$ cat config.mk
export PLATFORM = sky130hd
export DESIGN_NAME = tetris_core
export DESIGN_NICKNAME = d
export VERILOG_FILES = /design/src/source/board_pkg.sv /design/src/source/piece_pkg.sv /design/src/source/board_arbiter.sv /design/src/source/collision_checker.sv /design/src/source/piece_painter.sv /design/src/source/row_clearer.sv /design/src/source/game_sequencer.sv /design/src/source/tetris_core.sv
export SDC_FILE = /design/constraint.sdc
export NUM_CORES = 1
export LEC_CHECK = 0
export BUFFER_PORTS_ARGS = -buffer_cell sky130_fd_sc_hd__clkbuf_2
export CAP_MARGIN = 20
export CORE_ASPECT_RATIO = 0.75
export CORE_UTILIZATION = 50
export CTS_CLUSTER_SIZE = 40
export DETAILED_ROUTE_END_ITERATION = 12
export PLACE_DENSITY = 0.66
export SKIP_CTS_REPAIR_TIMING = 1
export SLEW_MARGIN = 25
export SYNTH_ARGS = -nofsm -noshare
export SYNTH_HDL_FRONTEND = slang
export SYNTH_SLANG_ARGS = --single-unit
$ cat constraint.sdc
create_clock -name clk -period 7.1 [get_ports clk]
set_input_delay 1.42 -clock clk [delete_from_list [all_inputs] [get_ports clk]]
set_output_delay 1.42 -clock clk [all_outputs]
set_load 0.05 [all_outputs]
$ cat src/source/board_pkg.sv
`default_nettype none

package board_pkg;

	// Play field size in cells
	localparam int FIELD_W = 10;
	localparam int FIELD_H = 20;

	// Field placement inside board memory
	localparam int X_ORIGIN = 10;
	localparam int Y_ORIGIN = 5;

	localparam int ROW_W = 5;
	localparam int COL_W = 6;
	localparam int ADDR_W = ROW_W + COL_W;

	typedef logic [ROW_W-1:0] row_t;
	typedef logic [COL_W-1:0] col_t;

	// Zero is empty, 1 to 7 is the kind that filled the cell
	typedef logic [5:0] cell_t;

	typedef struct packed {
		row_t row;
		col_t col;
	} board_rc_t;

	// Same word seen as flat memory index or as row and column
	typedef union packed {
		logic [ADDR_W-1:0] index;
		board_rc_t rc;
	} board_addr_u;

	typedef struct packed {
		logic valid;
		logic write;
		board_addr_u addr;
		cell_t data;
	} board_req_t;

	// Field-relative cell to board address
	function automatic board_addr_u field_addr(row_t row, col_t col);
		board_addr_u a;
		a.rc.row = row + row_t'(Y_ORIGIN);
		a.rc.col = col + col_t'(X_ORIGIN);
		return a;
	endfunction

endpackage

`default_nettype wire

$ cat src/source/piece_pkg.sv
`default_nettype none

package piece_pkg;

	localparam int KIND_W = 3;
	localparam int NUM_KINDS = 7;

	typedef logic [KIND_W-1:0] kind_t;

	typedef struct packed {
		logic [1:0] row;
		logic [1:0] col;
	} offset_t;

	// One fixed orientation per kind, four cells each
	// Line, square, L, J, S, Z, T
	localparam offset_t SHAPES [1:NUM_KINDS][4] = '{
		'{'{2'd0, 2'd0}, '{2'd0, 2'd1}, '{2'd0, 2'd2}, '{2'd0, 2'd3}},
		'{'{2'd0, 2'd0}, '{2'd0, 2'd1}, '{2'd1, 2'd0}, '{2'd1, 2'd1}},
		'{'{2'd0, 2'd0}, '{2'd1, 2'd0}, '{2'd2, 2'd0}, '{2'd2, 2'd1}},
		'{'{2'd0, 2'd1}, '{2'd1, 2'd1}, '{2'd2, 2'd1}, '{2'd2, 2'd0}},
		'{'{2'd0, 2'd1}, '{2'd0, 2'd2}, '{2'd1, 2'd0}, '{2'd1, 2'd1}},
		'{'{2'd0, 2'd0}, '{2'd0, 2'd1}, '{2'd1, 2'd1}, '{2'd1, 2'd2}},
		'{'{2'd0, 2'd0}, '{2'd0, 2'd1}, '{2'd0, 2'd2}, '{2'd1, 2'd1}}
	};

	// Position of the shape's top left corner, field relative
	typedef struct packed {
		kind_t kind;
		board_pkg::row_t row;
		board_pkg::col_t col;
	} piece_t;

	typedef enum logic [1:0] {DIR_DOWN, DIR_LEFT, DIR_RIGHT} dir_e;

	// Board address of cell i of a piece
	function automatic board_pkg::board_addr_u cell_addr(piece_t p, logic [1:0] i);
		offset_t off;
		off = SHAPES[p.kind][i];
		return board_pkg::field_addr(p.row + board_pkg::row_t'(off.row),
			p.col + board_pkg::col_t'(off.col));
	endfunction

endpackage

`default_nettype wire

$ cat src/source/board_arbiter.sv
`timescale 1ns/100ps
`default_nettype none

module board_arbiter
(
	input logic clk,
	input logic reset,
	input board_pkg::board_req_t chk_req,
	input board_pkg::board_req_t pnt_req,
	input board_pkg::board_req_t clr_req,
	output logic chk_grant,
	output logic pnt_grant,
	output logic clr_grant,
	output logic chk_rd_valid,
	output logic pnt_rd_valid,
	output logic clr_rd_valid,
	output board_pkg::board_req_t board_req
);

	// Owner of last cycle's read, one bit per requester
	logic [2:0] rd_owner;

	// Fixed priority, clearer first
	always_comb
	begin
		clr_grant = clr_req.valid;
		pnt_grant = pnt_req.valid && !clr_req.valid;
		chk_grant = chk_req.valid && !clr_req.valid && !pnt_req.valid;
		board_req = '0;
		if (clr_grant)
			board_req = clr_req;
		else if (pnt_grant)
			board_req = pnt_req;
		else if (chk_grant)
			board_req = chk_req;
	end

	// Memory answers one cycle later
	always_ff @(posedge clk)
	begin
		if (reset)
			rd_owner <= '0;
		else
			rd_owner <= {clr_grant && !clr_req.write, pnt_grant && !pnt_req.write,
				chk_grant && !chk_req.write};
	end

	assign clr_rd_valid = rd_owner[2];
	assign pnt_rd_valid = rd_owner[1];
	assign chk_rd_valid = rd_owner[0];

endmodule

`default_nettype wire

$ cat src/source/collision_checker.sv
`timescale 1ns/100ps
`default_nettype none

module collision_checker
(
	input logic clk,
	input logic reset,
	input logic start,
	input piece_pkg::piece_t piece,
	input piece_pkg::dir_e dir,
	output board_pkg::board_req_t req,
	input logic grant,
	input logic rd_valid,
	input board_pkg::cell_t rd_data,
	output logic done,
	output logic ok
);

	typedef enum logic [1:0] {C_IDLE, C_CHECK, C_READ, C_WAIT} chk_state_e;

	chk_state_e state;
	logic [1:0] idx;
	piece_pkg::piece_t cur_piece;
	piece_pkg::dir_e cur_dir;

	// Shifted cell, column biased by one so left of the wall is zero
	piece_pkg::offset_t off;
	logic [board_pkg::ROW_W:0] srow;
	logic [board_pkg::COL_W:0] scol;
	logic outside;
	logic own;

	always_comb
	begin
		off = piece_pkg::SHAPES[cur_piece.kind][idx];
		srow = {1'b0, cur_piece.row} + off.row;
		scol = {1'b0, cur_piece.col} + off.col + 1'b1;
		if (cur_dir == piece_pkg::DIR_DOWN)
			srow = srow + 1'b1;
		else if (cur_dir == piece_pkg::DIR_LEFT)
			scol = scol - 1'b1;
		else
			scol = scol + 1'b1;
		outside = (srow >= board_pkg::FIELD_H) || (scol == '0) || (scol > board_pkg::FIELD_W);
		// A cell the piece already covers does not block it
		own = 1'b0;
		for (int j = 0; j < 4; j++)
		begin
			if (({1'b0, cur_piece.row} + piece_pkg::SHAPES[cur_piece.kind][j].row == srow) &&
				({1'b0, cur_piece.col} + piece_pkg::SHAPES[cur_piece.kind][j].col + 1'b1 == scol))
				own = 1'b1;
		end
	end

	always_comb
	begin
		req = '0;
		req.valid = (state == C_READ);
		req.addr = board_pkg::field_addr(srow[board_pkg::ROW_W-1:0],
			board_pkg::col_t'(scol - 1'b1));
	end

	always_ff @(posedge clk)
	begin
		if (reset)
		begin
			state <= C_IDLE;
			idx <= '0;
			done <= 1'b0;
			ok <= 1'b0;
		end
		else
		begin
			done <= 1'b0;
			case (state)
				C_IDLE:
					if (start)
					begin
						idx <= '0;
						state <= C_CHECK;
					end
				C_CHECK:
					// Off the field fails without a read
					if (outside)
					begin
						done <= 1'b1;
						ok <= 1'b0;
						state <= C_IDLE;
					end
					else
						state <= C_READ;
				C_READ:
					if (grant)
						state <= C_WAIT;
				default:
					if (rd_valid)
					begin
						if (rd_data != '0 && !own)
						begin
							done <= 1'b1;
							ok <= 1'b0;
							state <= C_IDLE;
						end
						else if (idx == 2'd3)
						begin
							done <= 1'b1;
							ok <= 1'b1;
							state <= C_IDLE;
						end
						else
						begin
							idx <= idx + 1'b1;
							state <= C_CHECK;
						end
					end
			endcase
		end
	end

	// Command payload
	always_ff @(posedge clk)
	begin
		if (state == C_IDLE && start)
		begin
			cur_piece <= piece;
			cur_dir <= dir;
		end
	end

endmodule

`default_nettype wire

$ cat src/source/piece_painter.sv
`timescale 1ns/100ps
`default_nettype none

module piece_painter
(
	input logic clk,
	input logic reset,
	input logic start,
	input piece_pkg::piece_t piece,
	input board_pkg::cell_t value,
	output board_pkg::board_req_t req,
	input logic grant,
	output logic done
);

	typedef enum logic {P_IDLE, P_WRITE} pnt_state_e;

	pnt_state_e state;
	logic [1:0] idx;
	piece_pkg::piece_t cur_piece;
	board_pkg::cell_t cur_value;

	// One cell write held until granted
	always_comb
	begin
		req = '0;
		if (state == P_WRITE)
		begin
			req.valid = 1'b1;
			req.write = 1'b1;
			req.addr = piece_pkg::cell_addr(cur_piece, idx);
			req.data = cur_value;
		end
	end

	always_ff @(posedge clk)
	begin
		if (reset)
		begin
			state <= P_IDLE;
			idx <= '0;
			done <= 1'b0;
		end
		else
		begin
			done <= 1'b0;
			if (state == P_IDLE)
			begin
				if (start)
				begin
					idx <= '0;
					state <= P_WRITE;
				end
			end
			else if (grant)
			begin
				// Fourth cell ends the command
				if (idx == 2'd3)
				begin
					done <= 1'b1;
					state <= P_IDLE;
				end
				idx <= idx + 1'b1;
			end
		end
	end

	always_ff @(posedge clk)
	begin
		if (state == P_IDLE && start)
		begin
			cur_piece <= piece;
			cur_value <= value;
		end
	end

endmodule

`default_nettype wire

$ cat src/source/row_clearer.sv
`timescale 1ns/100ps
`default_nettype none

module row_clearer
(
	input logic clk,
	input logic reset,
	input logic start,
	output board_pkg::board_req_t req,
	input logic grant,
	input logic rd_valid,
	input board_pkg::cell_t rd_data,
	output logic done,
	output logic [2:0] lines
);

	typedef enum logic [2:0] {
		R_IDLE, R_SCAN_RD, R_SCAN_WAIT, R_COPY_RD, R_COPY_WAIT, R_COPY_WR
	} clr_state_e;

	clr_state_e state;
	board_pkg::row_t cur_row;
	board_pkg::col_t cur_col;
	board_pkg::row_t first_row;
	logic [2:0] count;
	board_pkg::cell_t hold;

	logic last_col;
	logic last_row;
	logic row_full;
	logic [2:0] scan_cnt;
	board_pkg::row_t scan_first;
	board_pkg::row_t bottom;
	board_pkg::row_t nxt_row;

	////////////////////////////////////////////////////////////////////////////
	// Group bookkeeping at the end of a scanned row
	////////////////////////////////////////////////////////////////////////////

	always_comb
	begin
		last_col = (cur_col == board_pkg::col_t'(board_pkg::FIELD_W - 1));
		last_row = (cur_row == board_pkg::row_t'(board_pkg::FIELD_H - 1));
		// Empty cell ends the row early
		row_full = (rd_data != '0);
		scan_cnt = count;
		scan_first = first_row;
		if (row_full)
		begin
			scan_cnt = count + 1'b1;
			if (count == '0)
				scan_first = cur_row;
		end
		// Lowest row of the group
		bottom = scan_first + board_pkg::row_t'(scan_cnt) - 1'b1;
		nxt_row = last_col ? cur_row - 1'b1 : cur_row;
	end

	always_comb
	begin
		req = '0;
		case (state)
			R_SCAN_RD:
			begin
				req.valid = 1'b1;
				req.addr = board_pkg::field_addr(cur_row, cur_col);
			end
			R_COPY_RD:
			begin
				// Source sits count rows above the target
				req.valid = 1'b1;
				req.addr = board_pkg::field_addr(cur_row - board_pkg::row_t'(count), cur_col);
			end
			R_COPY_WR:
			begin
				req.valid = 1'b1;
				req.write = 1'b1;
				req.addr = board_pkg::field_addr(cur_row, cur_col);
				req.data = hold;
			end
			default:
				req = '0;
		endcase
	end

	////////////////////////////////////////////////////////////////////////////
	// Scan top down, then shift bottom up
	////////////////////////////////////////////////////////////////////////////

	always_ff @(posedge clk)
	begin
		if (reset)
		begin
			state <= R_IDLE;
			cur_row <= '0;
			cur_col <= '0;
			first_row <= '0;
			count <= '0;
			done <= 1'b0;
		end
		else
		begin
			done <= 1'b0;
			case (state)
				R_IDLE:
					if (start)
					begin
						cur_row <= '0;
						cur_col <= '0;
						first_row <= '0;
						count <= '0;
						state <= R_SCAN_RD;
					end
				R_SCAN_RD:
					if (grant)
						state <= R_SCAN_WAIT;
				R_SCAN_WAIT:
					if (rd_valid)
					begin
						if (row_full && !last_col)
						begin
							cur_col <= cur_col + 1'b1;
							state <= R_SCAN_RD;
						end
						else
						begin
							count <= scan_cnt;
							first_row <= scan_first;
							// Group ends on a gap, at four rows or at the floor
							if (scan_cnt != '0 && (!row_full || scan_cnt == 3'd4 || last_row))
							begin
								cur_row <= bottom;
								cur_col <= '0;
								hold <= '0;
								state <= (bottom >= board_pkg::row_t'(scan_cnt)) ? R_COPY_RD : R_COPY_WR;
							end
							else if (last_row)
							begin
								done <= 1'b1;
								state <= R_IDLE;
							end
							else
							begin
								cur_row <= cur_row + 1'b1;
								cur_col <= '0;
								state <= R_SCAN_RD;
							end
						end
					end
				R_COPY_RD:
					if (grant)
						state <= R_COPY_WAIT;
				R_COPY_WAIT:
					if (rd_valid)
					begin
						hold <= rd_data;
						state <= R_COPY_WR;
					end
				default:
					if (grant)
					begin
						if (last_col && cur_row == '0)
						begin
							done <= 1'b1;
							state <= R_IDLE;
						end
						else
						begin
							cur_row <= nxt_row;
							cur_col <= last_col ? '0 : cur_col + 1'b1;
							// Top rows get zeros without a read
							hold <= '0;
							state <= (nxt_row >= board_pkg::row_t'(count)) ? R_COPY_RD : R_COPY_WR;
						end
					end
			endcase
		end
	end

	assign lines = count;

endmodule

`default_nettype wire

$ cat src/source/game_sequencer.sv
`timescale 1ns/100ps
`default_nettype none

module game_sequencer
#(
	parameter int GRAVITY_FRAMES = 20,
	parameter int SPAWN_COL = 3
)
(
	input logic clk,
	input logic reset,
	input logic frame_tick,
	input logic btn_left,
	input logic btn_right,
	output logic chk_start,
	output piece_pkg::piece_t chk_piece,
	output piece_pkg::dir_e chk_dir,
	input logic chk_done,
	input logic chk_ok,
	output logic pnt_start,
	output piece_pkg::piece_t pnt_piece,
	output board_pkg::cell_t pnt_value,
	input logic pnt_done,
	output logic clr_start,
	input logic clr_done,
	input logic [2:0] clr_lines,
	output logic [14:0] score,
	output logic [2:0] lines_last,
	output logic busy
);

	localparam int GW = $clog2(GRAVITY_FRAMES + 1);

	typedef enum logic [2:0] {
		Q_IDLE, Q_DECIDE, Q_CHK_W, Q_ERASE_W, Q_DRAW, Q_DRAW_W, Q_CLEAR_W
	} seq_state_e;

	seq_state_e state;
	piece_pkg::piece_t piece;
	piece_pkg::piece_t moved;
	piece_pkg::piece_t spawn;
	piece_pkg::dir_e cur_dir;
	piece_pkg::dir_e side_dir;
	logic want_down;
	logic want_side;
	logic [GW-1:0] grav_cnt;
	board_pkg::cell_t value;

	assign chk_piece = piece;
	assign chk_dir = cur_dir;
	assign pnt_piece = piece;
	assign pnt_value = value;

	always_comb
	begin
		moved = piece;
		case (cur_dir)
			piece_pkg::DIR_DOWN: moved.row = piece.row + 1'b1;
			piece_pkg::DIR_LEFT: moved.col = piece.col - 1'b1;
			default: moved.col = piece.col + 1'b1;
		endcase
		// Kinds taken in turn with 7 wrapping to 1
		spawn = '0;
		spawn.col = board_pkg::col_t'(SPAWN_COL);
		if (piece.kind == piece_pkg::kind_t'(piece_pkg::NUM_KINDS))
			spawn.kind = piece_pkg::kind_t'(1);
		else
			spawn.kind = piece.kind + 1'b1;
	end

	always_ff @(posedge clk)
	begin
		if (reset)
		begin
			// First kind is drawn right out of reset
			state <= Q_DRAW;
			piece <= '0;
			piece.kind <= piece_pkg::kind_t'(1);
			piece.col <= board_pkg::col_t'(SPAWN_COL);
			cur_dir <= piece_pkg::DIR_DOWN;
			want_down <= 1'b0;
			want_side <= 1'b0;
			grav_cnt <= '0;
			busy <= 1'b0;
			score <= '0;
			lines_last <= '0;
			chk_start <= 1'b0;
			pnt_start <= 1'b0;
			clr_start <= 1'b0;
		end
		else
		begin
			chk_start <= 1'b0;
			pnt_start <= 1'b0;
			clr_start <= 1'b0;
			case (state)
				Q_IDLE:
					if (frame_tick)
					begin
						busy <= 1'b1;
						state <= Q_DECIDE;
						if (grav_cnt == GW'(GRAVITY_FRAMES - 1))
						begin
							grav_cnt <= '0;
							want_down <= 1'b1;
						end
						else
							grav_cnt <= grav_cnt + 1'b1;
						// Left wins over right
						want_side <= btn_left || btn_right;
						side_dir <= btn_left ? piece_pkg::DIR_LEFT : piece_pkg::DIR_RIGHT;
					end
				Q_DECIDE:
					if (want_down)
					begin
						want_down <= 1'b0;
						cur_dir <= piece_pkg::DIR_DOWN;
						chk_start <= 1'b1;
						state <= Q_CHK_W;
					end
					else if (want_side)
					begin
						want_side <= 1'b0;
						cur_dir <= side_dir;
						chk_start <= 1'b1;
						state <= Q_CHK_W;
					end
					else
					begin
						busy <= 1'b0;
						state <= Q_IDLE;
					end
				Q_CHK_W:
					if (chk_done)
					begin
						if (chk_ok)
						begin
							// Erase at the old cells first
							value <= '0;
							pnt_start <= 1'b1;
							state <= Q_ERASE_W;
						end
						else if (cur_dir == piece_pkg::DIR_DOWN)
						begin
							// Landed so no side move this frame
							want_side <= 1'b0;
							clr_start <= 1'b1;
							state <= Q_CLEAR_W;
						end
						else
							state <= Q_DECIDE;
					end
				Q_ERASE_W:
					if (pnt_done)
					begin
						piece <= moved;
						state <= Q_DRAW;
					end
				Q_DRAW:
				begin
					// Spawn out of reset counts as busy too
					busy <= 1'b1;
					value <= board_pkg::cell_t'(piece.kind);
					pnt_start <= 1'b1;
					state <= Q_DRAW_W;
				end
				Q_DRAW_W:
					if (pnt_done)
						state <= Q_DECIDE;
				default:
					if (clr_done)
					begin
						// Four lines score double
						score <= score + ((clr_lines == 3'd4) ? 15'd8 : 15'(clr_lines));
						lines_last <= clr_lines;
						piece <= spawn;
						state <= Q_DRAW;
					end
			endcase
		end
	end

endmodule

`default_nettype wire

$ cat src/source/tetris_core.sv
`timescale 1ns/100ps
`default_nettype none

module tetris_core
#(
	parameter int GRAVITY_FRAMES = 20,
	parameter int SPAWN_COL = 3
)
(
	input logic clk,
	input logic reset,
	input logic frame_tick,
	input logic btn_left,
	input logic btn_right,
	input board_pkg::cell_t board_rd_data,
	output board_pkg::board_req_t board_req,
	output logic [14:0] score,
	output logic [2:0] lines_last,
	output logic busy
);

	////////////////////////////////////////////////////////////////////////////
	// Board port sharing
	////////////////////////////////////////////////////////////////////////////

	board_pkg::board_req_t chk_req;
	board_pkg::board_req_t pnt_req;
	board_pkg::board_req_t clr_req;
	logic chk_grant;
	logic pnt_grant;
	logic clr_grant;
	logic chk_rd_valid;
	logic pnt_rd_valid;
	logic clr_rd_valid;

	// Sequencer commands
	logic chk_start;
	logic chk_done;
	logic chk_ok;
	piece_pkg::piece_t chk_piece;
	piece_pkg::dir_e chk_dir;
	logic pnt_start;
	logic pnt_done;
	piece_pkg::piece_t pnt_piece;
	board_pkg::cell_t pnt_value;
	logic clr_start;
	logic clr_done;
	logic [2:0] clr_lines;

	board_arbiter arb0 (
		.clk, .reset, .chk_req, .pnt_req, .clr_req, .chk_grant, .pnt_grant, .clr_grant,
		.chk_rd_valid, .pnt_rd_valid, .clr_rd_valid, .board_req
	);

	collision_checker chk0 (
		.clk, .reset, .start(chk_start), .piece(chk_piece), .dir(chk_dir), .req(chk_req),
		.grant(chk_grant), .rd_valid(chk_rd_valid), .rd_data(board_rd_data),
		.done(chk_done), .ok(chk_ok)
	);

	piece_painter pnt0 (
		.clk, .reset, .start(pnt_start), .piece(pnt_piece), .value(pnt_value),
		.req(pnt_req), .grant(pnt_grant), .done(pnt_done)
	);

	row_clearer clr0 (
		.clk, .reset, .start(clr_start), .req(clr_req), .grant(clr_grant),
		.rd_valid(clr_rd_valid), .rd_data(board_rd_data), .done(clr_done), .lines(clr_lines)
	);

	game_sequencer #(
		.GRAVITY_FRAMES(GRAVITY_FRAMES),
		.SPAWN_COL(SPAWN_COL)
	) seq0 (
		.clk, .reset, .frame_tick, .btn_left, .btn_right,
		.chk_start, .chk_piece, .chk_dir, .chk_done, .chk_ok,
		.pnt_start, .pnt_piece, .pnt_value, .pnt_done,
		.clr_start, .clr_done, .clr_lines, .score, .lines_last, .busy
	);

endmodule

`default_nettype wire

# Word-level counts from Yosys, hierarchy flattened
# Memories as Yosys holds them, arrays and structs flattened.
# Index checks and enable logic that the tools add are counted.
[totals]
ff_bits = 134
rom_bits = 256
input_bits = 11
out_inout_bits = 38
word_cells = 407
memories = 2
[memory_table]
columns = ["memory", "words", "width", "rd", "rd_clocked_by_memory_dff", "wr", "line", "source"]
rows = [
  ["(no name shown)", 8, 16, 1, 0, 0, "piece_pkg.sv:39", "off = SHAPES[p.kind][i];"],
  ["(no name shown)", 8, 16, 1, 0, 0, "collision_checker.sv:35", "off = piece_pkg::SHAPES[cur_piece.kind][idx];"],
]
[classes]
addsub = 43
n_lt_le_gt_ge = 8
eq_ne = 59
muxes = 153
n_bitwise = 17
n_reduce_logical = 86
[op_table]
columns = ["op", "n"]
rows = [
  ["$mux 6", 18],
  ["$mux 19", 4],
  ["$mux 3", 24],
  ["$mux 5", 14],
  ["$mux 16", 4],
  ["$add 7x1->7 const B", 6],
  ["$mux 1", 42],
  ["$ne 2x2->1 const B", 18],
  ["$pmux 6 s3", 2],
  ["$add 6x2->7", 5],
  ["$mux 2", 16],
  ["$add 5x2->6", 5],
  ["$eq 7x7->1", 4],
  ["$pmux 14 s2", 1],
  ["$eq 6x6->1", 4],
  ["$pmux 6 s2", 2],
  ["$reduce_and 4->1", 6],
  ["$pmux 11 s2", 1],
  ["$eq 3x3->1 const B", 7],
  ["$add 5x3->5 const B", 4],
  ["$mux 4", 5],
  ["$add 6x1->6 const B", 3],
  ["$add 6x4->6 const B", 3],
  ["$pmux 3 s6", 1],
  ["other kinds (63)", 167],
]

# Logic depth before layout (Yosys ltp)
# Gate-level depths: netlist (run 1).
[logic_depth]
depth_word = 23
mapped_depth = 24
mapped_depth_nobuf = 23

# Modules after synthesis
# From an unflattened synthesis (run 1), not the netlist that was laid out.
[unflattened]
cells_unflattened = 1416
hier_area_um2 = 11716.2
[by_module_without_submodules]
columns = ["mod", "n_inst", "cells_each", "area_each_um2", "seq_area_each_um2"]
rows = [
  ["collision_checker", 1, 489, 3896.2, 600.6],
  ["game_sequencer", 1, 340, 2856.5, 1111.1],
  ["row_clearer", 1, 371, 2840.2, 640.6],
  ["piece_painter", 1, 124, 1400.1, 680.7],
  ["board_arbiter", 1, 92, 723.2, 60.1],
]

# Worst setup path before layout (run 1)
# Ideal clock, no wire load.
[synth_path]
kind = "reg2out"
start = "reg chk0.cur_piece[12] (netlist bit)"
end = "out board_req[16] (netlist bit)"
arrival_ps = 4466
required_time_ps = 5680
slack_ps = 1214
stages_incl_launch_ff = 17
n_path_buf = 1
path_cell_list = "edfxtp_1 inv_1 ha_1 mux2_2 nand2_1 mux2i_1 ha_1 fa_1 ha_1 clkbuf_1 or3b_2 nor3_1 and2_1 a21oi_1 xnor2_1 xnor2_1 o221ai_1"
[synth_rtl]
columns = ["element", "line", "source"]
rows = [
  ["start: declaration", "collision_checker.sv:23", "piece_pkg::piece_t cur_piece;"],
  ["start signal: assignment", "collision_checker.sv:125", "cur_piece <= piece;"],
  ["end: declaration", "tetris_core.sv:16", "output board_pkg::board_req_t board_req,"],
]

==> summary.txt, run 1 <==
Outcome: finished, final reports clean
Achievable Freq: 154.5 MHz
Total wire length: 27600 µm
Detailed Place HPWL: 21060 µm
Final Util: 56.30%
Initial drt markers: 824
Vias per Instance: 5.881
Vias in the first global route: 8288
Routability cong.: 0.9636
Die Area: 0.02170 mm²
Most common cell in the netlist: nand2_1
Tightest Pin Transition: 0.7846 ns
Power Dens Cells: 190.9 mW/mm²
Boundary Pins: 49
Vias: 9433
Initial antenna violation count: 0
Setup Skew: 0.01169 ns
Yosys top cell by area: dfxtp_1
# setup viols final: 0
Hold Fails Final Rpt: 0
Die H: 127.8 µm
Crit path kind: reg -> out
CTS sink count: 127
WP data required: 5.68 ns
Number of core rows: 45
H-tree lvl count: 4
Die Width: 169.8 µm
Post-Syn Area: 0.01056 mm²
Number of flops mapped to enable cells by yosys: 44
Synthesis-to-finish area growth: 8.996%
CTS tree: yes
Syn_nets: 1416
Worst-Skew Late Latency: 0.43 ns
CTS Root Cell: clkbuf_16
DR WL/cell: 17.21 µm
1st-pass router iterations: 6
Max clock buf depth: 2
Final worst slack: 0.6256 ns
Share of the synthesized area in the top cell type: 15.74%
Total GRT Usage: 25.93%
Post-synth cell types: 84
Fin crit period: 6.474 ns
N_diodes: 0
CP Capture Type: primary output
Mean Syn Cell Area: 8.114 µm²
YS warnings: 0
CTS buffer count: 17
Register area: 0.002983 mm²
Most instantiated cells after synthesis: nand2_1 (130), nor2_1 (120), a21oi_1 (99)
Static Leak: 4.637 nW
Synth Instances: 1301
CP Launch Type: flop
#FFs+latches synth: 127
Peak VDD IR: 0.3106 mV
Layout cells sized above 1: 8.699%
Unrepaired setup endpoints after global routing: false
Core Region: 0.02044 mm²
Clk slew on worst S/H paths: 0.06 ns
Final period util: 91.19%
WP data arrival: 5.05 ns
Seq/Total Area, Yosys: 28.26%
Multi-input gate area: 0.006948 mm²
Async set-reset flop share out of synthesis: 0%
Top cells by area, synth: dfxtp_1 (16%), edfxtp_1 (13%), ha_1 (11%), xnor2_1 (5.1%), a21oi_1 (4.7%)
Worst hold path class: reg -> reg
Primary FF master, synth: dfxtp_1
Crit-path max FO: 11
Fillers: 1906
DRC viols: 0
IO Port Bufs: 48
Nets: 1424
Antenna-violating nets left: 0
First-pass GRT wire length: 43950 µm
Setup_tns: 0 ns
Rel. slew slack: 47.50%
Overflow after GRT: 0
Max cap viols: 0
DP Worst Slack: 1.104 ns
Max-slew violations: 0
Initial core utilization: 51.65%
Largest net degree at the start of global routing: 59
## where the power goes
group / switching (W) / internal, W / leakage, nW / total (W)
combinational: 0.000295 / 0.000146 / 3.27 / 0.000441
sequential: 0.0000790 / 0.000811 / 1.09 / 0.000890
clock: 0.000344 / 0.000522 / 0.278 / 0.000866
## final cells by class
class | count | share of cell area (%)
clock buffer | 18 | 3.730
sequential | 127 | 25.92
tap | 282 | 3.067
inverter | 92 | 3.001
timing repair buffer | 55 | 2.545
multi-input combinational | 1016 | 60.39
clock inverter | 14 | 1.348
## stage by stage
| step | cell area [µm²] | power (W) | instances | hold slack (ns) |
|---|---|---|---|---|
| after floorplan | 10560 | 0.001218 | 1301 | 0.4003 |
| after global placement | 10920 | 0.001334 | 1572 | 0.4053 |
| after detailed placement | 10920 | 0.001335 | 1572 | 0.4054 |
| after CTS | 11510 | 0.002204 | 1604 | 0.4185 |
| after global routing | 11510 | 0.002290 | 1604 | 0.4235 |
| final | 11510 | 0.002197 | 1604 | 0.4187 |
## per-layer routing
layer  GRT usage, %  part of all wire, %
met1          39.80                   50
met2          35.34                   40
met3          6.453                  8.2
met4          6.889                  1.3
met5              0                    0
## critical path: stages (launching register included)
cell      delay (ns)
edfxtp_1        0.52
o21ai_0         0.50
nand2_1         0.11
o21ai_0         0.32
ha_1            0.31
nor2b_1         0.14
o21ai_0         0.38
xnor2_1         0.16
ha_1            0.55
nand3_1         0.14
and2_1          0.20
nand2_1         0.18
xnor2_1         0.08
o21ai_0         0.32
xnor2_1         0.17
a221oi_1        0.09
a21oi_1         0.15
clkbuf_2        0.29
## cell families (layout without fill, tap and decap cells)
group / Yosys count / count (layout) / synth area share [%]
AOI/OAI and AO/OA: 323 / 323 / 19.77
xor gates and xnor gates: 108 / 108 / 9.435
buffers and inverters: 158 / 179 / 5.926
DFF: 127 / 127 / 28.26
muxes: 21 / 21 / 2.169
adders and majority gates: 104 / 104 / 13.32
and+or+nand+nor: 460 / 460 / 21.12
## cells in the final DEF (no fill, tap or decap), types with 6 or more instances in the layout
cell and count:
a211oi_1 12, a21o_1 12, a21oi_1 99, a22oi_1 15, a31oi_1 15, and2_1 19, and3_1 20, buf_4 7
clkbuf_16 17, clkbuf_2 48, dfxtp_1 83, edfxtp_1 44, fa_1 14, ha_1 90, inv_1 91, mux2i_1 15
nand2_1 130, nand2b_1 14, nand3_1 39, nand4_1 13, nor2_1 120, nor2b_1 17, nor3_1 39, nor3b_1 10
o211ai_1 8, o21a_1 6, o21ai_0 81, o221ai_1 9, o22ai_1 6, or2_2 8, xnor2_1 61, xor2_1 43
## state kept, by name, summed over array words and instances (netlist names), 5 cells and up
signal,count
seq0.score,15
chk0.cur_piece,14
pnt0.cur_piece,14
seq0.chk_piece,14
clr0.cur_col,6
clr0.hold,6
clr0.cur_row,5
clr0.first_row,5
seq0.grav_cnt,5
## worst paths after layout
kind | end | from | cells after the start | slack [ns]
max | board_req[11] | chk0.cur_piece[13]$_DFFE_PP_ | 17 | 0.63
min | pnt0.cur_value[0]$_DFFE_PP_ | seq0.pnt_value[0]$_SDFFCE_PN0P_ | 0 | 0.42
max reg2reg | chk0.idx[1]$_SDFFE_PP0P_ | chk0.cur_piece[13]$_DFFE_PP_ | 18 | 1.37
min reg2reg | pnt0.cur_value[0]$_DFFE_PP_ | seq0.pnt_value[0]$_SDFFCE_PN0P_ | 0 | 0.42
(Power assumes the default switching activity.)
==> run 2: changes to the inputs <==
--- a/config.mk
+++ b/config.mk
@@ -16,4 +16,5 @@
 export SLEW_MARGIN = 25
 export SYNTH_ARGS = -nofsm -noshare
 export SYNTH_HDL_FRONTEND = slang
+export SYNTH_HIERARCHICAL = 1
 export SYNTH_SLANG_ARGS = --single-unit
==> constraint.sdc (replaced) <==
create_clock -name clk -period 6.6 [get_ports clk]
set_input_delay 1.32 -clock clk [delete_from_list [all_inputs] [get_ports clk]]
set_output_delay 1.32 -clock clk [all_outputs]
set_load 0.05 [all_outputs]
==> run 2 against run 1 <==
  * Via count rose by 7.1%
  * Critical path type unchanged
  * Wire length rose by 7.7%
  * Sequential share of layout area fell by 1.1 points
  * Clock skew rose by 0.0067 ns
  * Largest power group is now clock
==> summary.txt, run 2 <==
Most common cell after layout, fill and taps aside: nor2_1
Boundary Pins: 49 (unchanged)
Peak VDD IR: 0.1970 mV (-37%)
Crit path kind: reg -> out
Die H: 134.4 µm (+5.1%)
Rel. slew slack: 41.52% (-6.0 points)
Initial core utilization: 50.93% (-0.72 points)
Slowest-stage cell, CP: fa_1
Mean Syn Cell Area: 8.263 µm² (+1.8%)
Static Leak: 4.948 nW (+6.7%)
Max-slew violations: 0 (unchanged)
Final worst slack: 0.2946 ns (-0.3310 ns)
CTS Root Cell: clkbuf_16
Core Region: 0.02294 mm² (+12%)
Overflow after GRT: 0 (unchanged)
Initial drt markers: 902 (+9.5%)
Setup Skew: 0.01841 ns (+0.006716 ns)
Power Dens Cells: 177.7 mW/mm² (-6.9%)
First-pass GRT wire length: 47570 µm (+8.2%)
Worst hold path class: reg -> reg
DR WL/cell: 17.41 µm (+1.2%)
# setup viols final: 0 (unchanged)
Initial antenna violation count: 0 (unchanged)
CTS sink count: 130 (+2.4%)
Vias in the first global route: 8936 (+7.8%)
Max clock buf depth: 2 (unchanged)
Die Width: 178.5 µm (+5.1%)
WHS: 0.4193 ns (+0.0005840 ns)
Total GRT Usage: 25.27% (-0.67 points)
Placed cells: 1674 (+6.5%)
Cells along the critical path: ha_1, nand2b_1, a21boi_0, buf_4, inv_1, a31o_2, ha_1, fa_1, ha_1, or3b_2, nor4_2, nor2_1, xnor2_1, xor2_1, nand3b_1, a21oi_2, clkbuf_2
Top cell by count, worst path: ha_1
Routability cong.: 0.9803 (+1.7%)
Setup_tns: 0 ns (unchanged)
Vias per Instance: 5.916 (+0.60%)
H-tree lvl count: 4 (unchanged)
Placed Instance Area: 0.01177 mm² (+7.8%)
Total wire length: 29730 µm (+7.7%)
WP data required: 5.28 ns (-0.40 ns)
Most flops, register: seq0/score
Crit-path leading delay family: adder cells
Nets: 1509 (+6.0%)
CTS tree: yes
Cells on worst reg2reg path: 20 (+2)
Max FFs per register: 15 (unchanged)
CP Launch Type: flop
1st-pass router iterations: 8 (+2)
DRC viols: 0 (unchanged)
Outcome: finished, final reports clean
Crit-path max FO: 9 (-2)
Synth Instances: 1414 (+8.7%)
Worst path depth: 17 (unchanged)
Antenna-violating nets left: 0 (unchanged)
Die Area: 0.02399 mm² (+11%)
Post-Syn Area: 0.01168 mm² (+11%)
Most frequent cells in the layout: nor2_1 (107), nand2_1 (103), a21oi_1 (101)
Synthesis-to-finish area growth: 6.104%
Achievable Freq: 158.6 MHz
WP data arrival: 4.99 ns (-0.06 ns)
Largest net degree at the start of global routing: 69 (+17%)
Number of core rows: 48 (+6.7%)
Detailed Place HPWL: 22660 µm (+7.6%)
Tightest Pin Transition: 0.8705 ns (+0.08586 ns)
Layout cells sized above 1: 10.37% (+1.7 points)
CP peak stage delay: 0.63 ns (+0.08 ns)
Worst-Skew Late Latency: 0.42 ns (about the same)
Final period util: 95.54%
Vias: 10110 (+7.1%)
Clk slew on worst S/H paths: 0.06 ns (about the same)
CP Capture Type: primary output
Fin crit period: 6.305 ns
IO Port Bufs: 48 (unchanged)
Buf+Inv Stages, Crit Path: 3 (+2)
Unrepaired setup endpoints after global routing: false
CTS buffer count: 17 (unchanged)
Max cap viols: 0 (unchanged)
N_diodes: 0 (unchanged)
DP Worst Slack: 0.6891 ns (-0.4150 ns)
Final Non-Filler Cells: 1708 (+6.5%)
Worst hold path depth: 0 (unchanged)
Fin area: 0.01240 mm² (+7.7%)
Hold Fails Final Rpt: 0 (unchanged)
YS warnings: 6 (+6)
Fillers: 2141 (+12%)
## run 2: cell type report
cell class	instances	area, µm²	share of cell area (%)
clock inverter	11	85.08	0.6863
inverter	90	337.8	2.725
multi-input combinational	1102	7734	62.38
sequential	130	3074	24.80
timing repair buffer	54	297.8	2.402
tap	300	375.4	3.028
clock buffer	21	493.0	3.977
## run 2: final timing paths
kind / to / slack [ns] / from
hold reg to reg: pnt0/cur_value[2]$_DFFE_PP_ / 0.42 / seq0/pnt_value[2]$_SDFFCE_PN0P_
setup / recovery: board_req[16] / 0.29 / chk0/cur_piece[11]$_DFFE_PP_
setup reg to reg: chk0/state[1]$_SDFFE_PP0P_ / 1.25 / chk0/cur_piece[11]$_DFFE_PP_
hold / removal: pnt0/cur_value[2]$_DFFE_PP_ / 0.42 / seq0/pnt_value[2]$_SDFFCE_PN0P_
## run 2: layer usage
| layer | up-vias | track usage, % | routed length (µm) |
|---|---|---|---|
| li1 | 4972 | - | - |
| met1 | 4736 | 40.56 | 15330 |
| met2 | 377 | 34.02 | 11820 |
| met3 | 20 | 5.272 | 2378 |
| met4 | 0 | 4.379 | 205 |
| met5 | - | 0 | 0 |
## run 2: stage by stage
stage,util [%],total power (W)
2_1_floorplan,-,0.001210
3_3_place_gp,51.30,0.001280
3_5_place_dp,51.30,0.001285
4_1_cts,53.82,0.002213
5_1_grt,54.04,0.002296
6_report,54.04,0.002203
## run 2: where the power goes
part | internal [W] | switching [W]
Clock | 0.000544 | 0.000382
Sequential | 0.000861 | 0.0000398
Combinational | 0.000123 | 0.000253
Total | 0.00153 | 0.000675
